<file path="src/verilog/rf_settings.svh">
`ifndef RF_SETTINGS_SVH
`define RF_SETTINGS_SVH

// Datapath sizing
`define RF_DATA_W 16            // One machine word
`define RF_REGS 16              // Entries in the array
`define RF_ADDR_W 4             // Register index width
`define RF_IMM_W 10             // Immediate field of the immediate form

// Instruction cycle
`define RF_PHASES 4             // Clocks per instruction cycle

// Architectural register numbers
`define RF_REG_RL 4'd8          // Link register
`define RF_REG_RB 4'd9          // Base register
`define RF_REG_RA 4'd10         // Accumulator
`define RF_REG_RSP 4'd11        // Data stack pointer
`define RF_REG_RFP 4'd12        // Frame pointer
`define RF_REG_RRS 4'd13        // Return stack pointer

// Low registers 0 to 7 and 14, 15 are general purpose
// and are only reachable through argA or argB

`endif
</file>
<file path="src/verilog/rfPkg.sv">
`include "rf_settings.svh"

package rfPkg;

	typedef enum logic [1:0] {
		OP_READ  = 2'b00,     // Read both ports only
		OP_WRITE = 2'b01,     // Read, then write port A from a source
		OP_RSVD  = 2'b10,     // Reserved, behaves as read only
		OP_IMM   = 2'b11      // Immediate form
	} opClass_e;

	typedef enum logic [2:0] {
		ASEL_ARGA = 3'd0,     // Port A index from argA
		ASEL_RL   = 3'd1,
		ASEL_RB   = 3'd2,
		ASEL_RA   = 3'd3,
		ASEL_RSP  = 3'd4,
		ASEL_RFP  = 3'd5,
		ASEL_RRS  = 3'd6,
		ASEL_RSVD = 3'd7      // Falls back to argA
	} addrASel_e;

	typedef enum logic {
		BSEL_ARGB = 1'b0,     // Port B index from argB
		BSEL_ARGA = 1'b1      // Port B follows argA
	} addrBSel_e;

	typedef enum logic [1:0] {
		DIN_ALU_R   = 2'd0,   // ALU result
		DIN_PC      = 2'd1,   // Program counter
		DIN_ALUA_PP = 2'd2,   // Post incremented ALU operand A
		DIN_MEM     = 2'd3    // Memory read data
	} dinSel_e;

	typedef struct packed {
		opClass_e opClass;                 // Bits 15:14 in both views
		dinSel_e dinSel;
		addrASel_e addrASel;
		addrBSel_e addrBSel;
		logic [`RF_ADDR_W-1:0] argA;
		logic [`RF_ADDR_W-1:0] argB;
	} regForm_s;

	typedef struct packed {
		opClass_e opClass;
		logic [`RF_ADDR_W-1:0] argA;
		logic [`RF_IMM_W-1:0] imm;         // Signed, extended on decode
	} immForm_s;

	typedef union packed {
		regForm_s regF;
		immForm_s immF;
	} instrWord_u;

	typedef struct packed {
		logic [`RF_ADDR_W-1:0] addrA;      // Resolved port A index
		logic [`RF_ADDR_W-1:0] addrB;      // Resolved port B index
		logic writeEn;
		dinSel_e dinSel;
		logic immSel;                      // Write the immediate instead of a source
		logic [`RF_DATA_W-1:0] immValue;
	} rfCtrl_s;

	typedef struct packed {
		logic [`RF_DATA_W-1:0] aluResult;
		logic [`RF_DATA_W-1:0] pcValue;
		logic [`RF_DATA_W-1:0] aluAPostInc;
		logic [`RF_DATA_W-1:0] memDin;
	} rfSources_s;

endpackage

</file>
<file path="src/verilog/regFileUnit.sv">
`include "rf_settings.svh"

module regFileUnit (
	input  logic                   clk,
	input  logic                   rstN,
	input  logic                   instrValid,
	input  rfPkg::instrWord_u      instr,
	input  rfPkg::rfSources_s      sources,     // Levels from ALU, PC and memory
	output logic                   busy,
	output logic                   done,
	output logic [`RF_DATA_W-1:0]  portAData,
	output logic [`RF_DATA_W-1:0]  portBData
);

	rfPkg::rfCtrl_s ctrl;
	logic run;
	logic [1:0] phase;
	logic lastPhase;
	logic readStrobe;
	logic writeStrobe;                          // Already qualified by write enable
	logic [`RF_ADDR_W-1:0] readAddrA;
	logic [`RF_ADDR_W-1:0] readAddrB;
	logic [`RF_ADDR_W-1:0] writeAddr;
	logic [`RF_DATA_W-1:0] writeData;

	instrSequencer uSeq (
		.clk(clk),
		.rstN(rstN),
		.instrValid(instrValid),
		.instr(instr),
		.phase(phase),
		.lastPhase(lastPhase),
		.ctrl(ctrl),
		.run(run),
		.readStrobe(readStrobe),
		.writeStrobe(writeStrobe),
		.busy(busy),
		.done(done)
	);

	phaseCounter uPhase (
		.clk(clk),
		.rstN(rstN),
		.run(run),
		.phase(phase),
		.lastPhase(lastPhase)
	);

	operandSelect uSel (
		.ctrl(ctrl),
		.sources(sources),
		.readAddrA(readAddrA),
		.readAddrB(readAddrB),
		.writeAddr(writeAddr),
		.writeData(writeData)
	);

	registerFile uRegs (
		.clk(clk),
		.rstN(rstN),
		.readEn(readStrobe),
		.readAddrA(readAddrA),
		.readAddrB(readAddrB),
		.writeEn(writeStrobe),
		.writeAddr(writeAddr),
		.writeData(writeData),
		.dataA(portAData),
		.dataB(portBData)
	);

endmodule

</file>
<file path="src/verilog/registerFile.sv">
`include "rf_settings.svh"

module registerFile (
	input  logic                   clk,
	input  logic                   rstN,
	input  logic                   readEn,      // Registers both read ports
	input  logic [`RF_ADDR_W-1:0]  readAddrA,
	input  logic [`RF_ADDR_W-1:0]  readAddrB,
	input  logic                   writeEn,
	input  logic [`RF_ADDR_W-1:0]  writeAddr,
	input  logic [`RF_DATA_W-1:0]  writeData,
	output logic [`RF_DATA_W-1:0]  dataA,       // Holds until next read
	output logic [`RF_DATA_W-1:0]  dataB
);

	logic [`RF_DATA_W-1:0] regs [`RF_REGS];

	// Read and write never share an edge within one instruction
	always_ff @(posedge clk) begin
		if (!rstN) begin
			for (int i = 0; i < `RF_REGS; i++) begin
				regs[i] <= '0;                  // Architectural state starts clear
			end
			dataA <= '0;
			dataB <= '0;
		end else begin
			if (readEn) begin
				dataA <= regs[readAddrA];
				dataB <= regs[readAddrB];       // May alias port A
			end
			if (writeEn) begin
				regs[writeAddr] <= writeData;
			end
		end
	end

endmodule

</file>
<file path="src/verilog/operandSelect.sv">
`include "rf_settings.svh"

module operandSelect (
	input  rfPkg::rfCtrl_s         ctrl,
	input  rfPkg::rfSources_s      sources,
	output logic [`RF_ADDR_W-1:0]  readAddrA,
	output logic [`RF_ADDR_W-1:0]  readAddrB,
	output logic [`RF_ADDR_W-1:0]  writeAddr,
	output logic [`RF_DATA_W-1:0]  writeData
);

	logic [`RF_DATA_W-1:0] srcData;

	// Indices come resolved from decode
	assign readAddrA = ctrl.addrA;
	assign readAddrB = ctrl.addrB;
	assign writeAddr = ctrl.addrA;            // Writes only ever use port A

	// Port A source mux, sampled by the array on the write edge
	always_comb begin
		unique case (ctrl.dinSel)
			rfPkg::DIN_ALU_R: begin
				srcData = sources.aluResult;
			end
			rfPkg::DIN_PC: begin
				srcData = sources.pcValue;        // Return address into RL
			end
			rfPkg::DIN_ALUA_PP: begin
				srcData = sources.aluAPostInc;    // Pointer bump, e.g. RSP
			end
			rfPkg::DIN_MEM: begin
				srcData = sources.memDin;         // Loads
			end
			default: begin
				srcData = sources.aluResult;
			end
		endcase
	end

	// Immediate form bypasses the source mux
	always_comb begin
		if (ctrl.immSel) begin
			writeData = ctrl.immValue;
		end else begin
			writeData = srcData;
		end
	end

endmodule

</file>
<file path="src/verilog/instrSequencer.sv">
`include "rf_settings.svh"

module instrSequencer (
	input  logic               clk,
	input  logic               rstN,
	input  logic               instrValid,   // Single cycle strobe
	input  rfPkg::instrWord_u  instr,
	input  logic [1:0]         phase,
	input  logic               lastPhase,
	output rfPkg::rfCtrl_s     ctrl,         // Latched at acceptance
	output logic               run,
	output logic               readStrobe,
	output logic               writeStrobe,
	output logic               busy,
	output logic               done
);

	typedef enum logic [1:0] {
		stIdle,
		stActive,
		stRetire
	} seqState_e;

	localparam logic [1:0] ReadIdx  = 2'd0;
	localparam logic [1:0] WriteIdx = 2'(`RF_PHASES - 2);   // Write lands entering last phase

	seqState_e state;
	rfPkg::rfCtrl_s decoded;
	logic accept;

	// Decode both views of the word into one control record
	always_comb begin
		decoded = '0;
		if (instr.immF.opClass == rfPkg::OP_IMM) begin
			decoded.addrA = instr.immF.argA;
			decoded.addrB = instr.immF.argA;      // Both ports look at the target
			decoded.writeEn = 1'b1;
			decoded.immSel = 1'b1;
			decoded.immValue = {{(`RF_DATA_W - `RF_IMM_W){instr.immF.imm[`RF_IMM_W-1]}},
				instr.immF.imm};
		end else begin
			unique case (instr.regF.addrASel)
				rfPkg::ASEL_RL:  decoded.addrA = `RF_REG_RL;
				rfPkg::ASEL_RB:  decoded.addrA = `RF_REG_RB;
				rfPkg::ASEL_RA:  decoded.addrA = `RF_REG_RA;
				rfPkg::ASEL_RSP: decoded.addrA = `RF_REG_RSP;
				rfPkg::ASEL_RFP: decoded.addrA = `RF_REG_RFP;
				rfPkg::ASEL_RRS: decoded.addrA = `RF_REG_RRS;
				default:         decoded.addrA = instr.regF.argA;   // argA and code 7
			endcase
			decoded.addrB = (instr.regF.addrBSel == rfPkg::BSEL_ARGA) ?
				instr.regF.argA : instr.regF.argB;
			decoded.writeEn = (instr.regF.opClass == rfPkg::OP_WRITE);   // Reserved reads only
			decoded.dinSel = instr.regF.dinSel;
		end
	end

	assign busy = (state == stActive);
	assign done = (state == stRetire);        // One cycle, retire never lingers
	assign run = busy;
	assign accept = instrValid && !busy;      // Strobes during busy are dropped

	assign readStrobe = busy && (phase == ReadIdx);
	assign writeStrobe = busy && ctrl.writeEn && (phase == WriteIdx);

	always_ff @(posedge clk) begin
		if (!rstN) begin
			state <= stIdle;
			ctrl <= '0;
		end else begin
			if (accept) ctrl <= decoded;
			unique case (state)
				stActive: if (lastPhase) state <= stRetire;
				default:  state <= accept ? stActive : stIdle;   // Idle and retire
			endcase
		end
	end

endmodule

</file>
<file path="src/verilog/phaseCounter.sv">
`include "rf_settings.svh"

module phaseCounter (
	input  logic       clk,
	input  logic       rstN,
	input  logic       run,        // High for the whole instruction cycle
	output logic [1:0] phase,      // Current phase of the cycle
	output logic       lastPhase   // Final phase, instruction retires next edge
);

	localparam logic [1:0] LastIdx = 2'(`RF_PHASES - 1);

	always_ff @(posedge clk) begin
		if (!rstN) begin
			phase <= '0;
		end else if (!run) begin
			phase <= '0;                // Parked at phase 0 while idle
		end else if (phase == LastIdx) begin
			phase <= '0;                // Wraps if run is held past the cycle
		end else begin
			phase <= phase + 2'd1;
		end
	end

	// Only meaningful while a cycle is running
	assign lastPhase = run && (phase == LastIdx);

endmodule

</file>
<file path="config.mk">
export PLATFORM = sky130hd
export DESIGN_NAME = regFileUnit
export DESIGN_NICKNAME = d
export VERILOG_FILES = /design/src/verilog/rfPkg.sv /design/src/verilog/regFileUnit.sv /design/src/verilog/registerFile.sv /design/src/verilog/operandSelect.sv /design/src/verilog/instrSequencer.sv /design/src/verilog/phaseCounter.sv
export VERILOG_INCLUDE_DIRS = /design/src /design/src/verilog
export SDC_FILE = /design/constraint.sdc
export NUM_CORES = 1
export LEC_CHECK = 0
export BUFFER_PORTS_ARGS = -buffer_cell sky130_fd_sc_hd__buf_2
export CORE_UTILIZATION = 38
export CTS_CLUSTER_DIAMETER = 120
export CTS_CLUSTER_SIZE = 16
export DETAILED_ROUTE_END_ITERATION = 10
export GPL_ROUTABILITY_DRIVEN = 0
export PLACE_DENSITY = 0.67
export RECOVER_POWER = 50
export SYNTH_ARGS = -nofsm -noshare
export SYNTH_HDL_FRONTEND = slang
export SYNTH_HIERARCHICAL = 1
export SYNTH_SLANG_ARGS = --single-unit
</file>
<file path="constraint.sdc">
create_clock -name clk -period 3.1 [get_ports clk]
set_input_delay 0.31 -clock clk [delete_from_list [all_inputs] [get_ports clk]]
set_output_delay 0.31 -clock clk [all_outputs]
set_load 0.02 [all_outputs]
</file>
==> flow_metrics.env <==
export IMPL_outcome="finished clean"
export IMPL_p_per_area_mw_per_mm2=483
export IMPL_routed_via_count=12100
export IMPL_fmax_mhz=380
export IMPL_ys_flop_type="edfxtp_1"
export IMPL_fin_nets=1659
export IMPL_rsz0062_at_grt="false"
export IMPL_fin_cells=2184
export IMPL_grt_ovfl_total=0
export IMPL_io_buffers=116
export IMPL_finalSetupTns_ns=0
export IMPL_dr_pass1_iters=9
export IMPL_pre_cts_ws_ns=0.663
export IMPL_min_from="instr[0]"
export IMPL_die_w_um=214
export IMPL_hold_ws_ns=0.0555
export IMPL_synthCells=1502
export IMPL_synth_top_cell_by_area="edfxtp_1"
export IMPL_period_share_pct=84.9
export IMPL_clock_skew_ns=0.0252
export IMPL_cts_resized=0
export IMPL_viasPerCell=5.55
export IMPL_arrival_ns=2.79
export IMPL_cp_top_family="buffers and inverters"
export IMPL_drive_above_1_share_pct=13.8
export IMPL_insertion_delay_ns=0.54
export IMPL_finalWorstSetupSlack_ns=0.467
export IMPL_synth_edff_count=256
export IMPL_multi_input_area_sq_mm=0.00735
export IMPL_async_reset_ff_share_pct=0
export IMPL_antenna_found_initial=1
export IMPL_grt_pass1_vias=12200
export IMPL_worst_pin_slew_ns=1.16
export IMPL_crit_top_cell="clkbuf_1"
export IMPL_root_buffer="clkbuf_16"
export IMPL_grtUsageTotal_pct=20.5
export IMPL_crit_chain="nand2b_1 > nor3_1 > nand4_1 > clkbuf_1 > o21ai_0 > clkbuf_1"
export IMPL_drt_iter0_drc=1234
export IMPL_fp_coreArea_sq_mm=0.0442
export IMPL_cpPeakStageDelay_ns=0.66
export IMPL_synth_area_sq_mm=0.0170
export IMPL_synth_area_per_cell_sq_um=11.3
export IMPL_hold_path_depth=3
export IMPL_syn_nets=1586
export IMPL_r2r_cells=6
export IMPL_dieArea_sq_mm=0.0456
export IMPL_cp_start_kind="flip-flop"
export IMPL_period_minus_slack_ns=2.63
export IMPL_ys_warn_count=6
export IMPL_use_met2_pct=34.4
export IMPL_totalWireLength_mm=46.7
export IMPL_total_leakage_power_nw=6.58
export IMPL_ys_types=54
export IMPL_met3_usage_pct=2.96
export IMPL_dp_hpwl_mm=30.9
export IMPL_cp_num_buf_inv=2
export IMPL_ctsHoldBuffers=0
export IMPL_grt_pass1_wl_mm=71.2
export IMPL_ir_worst_vdd_mv=0.321
export IMPL_cts_buffers=23
export IMPL_antenna_left=0
export IMPL_maxSlewHeadroom_pct=22.6
export IMPL_fillCellCount=4145
export IMPL_cpMaxStageDelayCell="clkbuf_1"
export IMPL_crit_type="reg -> reg"
export IMPL_clkSinkCount=314
export IMPL_synth_top_area_share_pct=45.2
export IMPL_post_drt_wl_per_cell_um=21.4
export IMPL_route_detailed_drc=0
export IMPL_final_max_slew_viol_count=0
export IMPL_grt_busiest_layer="met2"
export IMPL_synth_top_cells_by_count="edfxtp_1, mux2i_1, and2_1"
export IMPL_h_tree_depth=1
export IMPL_crit_required_ns=3.25
export IMPL_ff_latch_area_sq_mm=0.00886
export IMPL_drv_cap=0
export IMPL_r2r_end="uRegs/regs[14][7]"
export IMPL_initial_core_util_pct=38.5
export IMPL_setup_viol=0
export IMPL_grt_max_degree=85
export IMPL_synth_seq_cells=314
export IMPL_clk_path_buf_depth=3
export IMPL_cts_setup_buffers=0
export IMPL_io_pins=117
export IMPL_n_antenna_cell=0
export IMPL_placed_cells=2142
export IMPL_met1_usage_pct=26.8
export IMPL_hold_class="in -> reg"
export IMPL_endpoint_kind="flip-flop"
export IMPL_yosys_top_cells_area="edfxtp_1, mux2i_1, and2_1, dfxtp_1, a22oi_1"
export IMPL_clk_pin_slew_ns=0.08
export IMPL_crit_path_max_fanout=12
export IMPL_hold_path_end="uSeq/ctrl[0]"
export IMPL_rows=77
export IMPL_die_h_um=214
export IMPL_cts_tree="built"
export IMPL_hold_viol=0
export IMPL_crit_reg2reg_launch="uSeq/state[1]"
export IMPL_reg2reg_setup_slack_ns=0.47
export IMPL_area_growth_pct=10.2
export IMPL_ys_seq_area_share_pct=52.0
-- flip-flops by register name, indices dropped and copies added, names as in the netlist --
register      count
uRegs/dataA      16
uRegs/dataB      16
uRegs/regs      256
uPhase/phase      2
uSeq/state        2
uSeq/ctrl        22
-- where the power goes --
group / internal (mW) / switching (mW) / total [mW] / leakage [nW]
registers: 4.71 / 0.138 / 4.85 / 3.10
clock network: 1.41 / 1.44 / 2.85 / 0.312
logic: 0.483 / 0.872 / 1.35 / 3.17
-- cell usage in the layout, fill, tap and decap left out, drive strengths merged, types with 3 or more instances in the layout --
cell	instances
nand2	77
nor3	7
nor2b	11
a21oi	65
nand4	13
buf	140
mux2i	256
a211oi	4
nand2b	8
o32ai	5
mux2	32
edfxtp	256
or2	3
inv	21
clkbuf	92
nand3	101
o22ai	18
and2	260
dfxtp	58
nor2	23
a22oi	96
o21ai	26
-- through the flow --
stage | cell area [sq um] | total power, mW | util (%)
5_1_grt | 18800 | 9.37 | 42.4
4_1_cts | 18900 | 9.12 | 42.7
3_5_place_dp | 18200 | 6.31 | 41.2
2_1_floorplan | 17000 | 5.79 | -
6_report | 18800 | 9.06 | 42.4
3_3_place_gp | 18200 | 6.28 | 41.2
-- final cells by class --
cell class | count | area share, %
flip-flops and latches | 314 | 47.2
multi-input cells | 1024 | 39.2
repair buffers | 192 | 5.72
well taps | 592 | 3.95
clock buffers | 40 | 3.41
inverters | 20 | 0.400
clock inverters | 2 | 0.0934
-- routing by layer --
layer / vias up / part of all wire (%)
li1: 5609 / -
met1: 5969 / 43
met2: 437 / 47
met3: 105 / 5.9
met4: 0 / 3.8
met5: - / 0
-- logic make-up (layout without fill, tap and decap cells) --
logic type	count (synthesis)	count (layout)	synth area share, %
AO/OA/AOI/OAI	223	223	8.56
adder cells (fa/ha/maj)	1	1	0.0735
buffers and inverters	164	254	4.90
flip-flops	314	314	52.0
multiplexers	288	288	17.2
AND/OR/NAND/NOR	512	512	17.3
-- worst max-delay path by stage --
| stage | start | endpoint | slack, ns | cells past startpoint |
|---|---|---|---|---|
| 6_report | uSeq/state[1] | uRegs/regs[14][7] | 0.47 | 6 |
| 5_1_grt | uSeq/state[1] | uRegs/regs[14][5] | 0.24 | 6 |
| 4_1_cts | uSeq/ctrl[26] | uRegs/dataA[7] | 0.62 | 5 |
| 3_5_place_dp | uSeq/ctrl[26] | uRegs/dataA[7] | 0.66 | 5 |
| 3_3_place_gp | uSeq/state[1] | uRegs/regs[0][11] | 0.66 | 7 |
| 2_1_floorplan | uSeq/state[1] | uRegs/regs[3][0] | -0.05 | 7 |
-- worst register-to-register path: cells and delay by family (launching register included) --
kind | cells | cell delay [ns]
buffers and inverters | 2 | 0.88
DFF | 1 | 0.31
AOI/OAI and AO/OA | 1 | 0.29
and+or+nand+nor | 3 | 0.76
(Power assumes the default switching activity.)
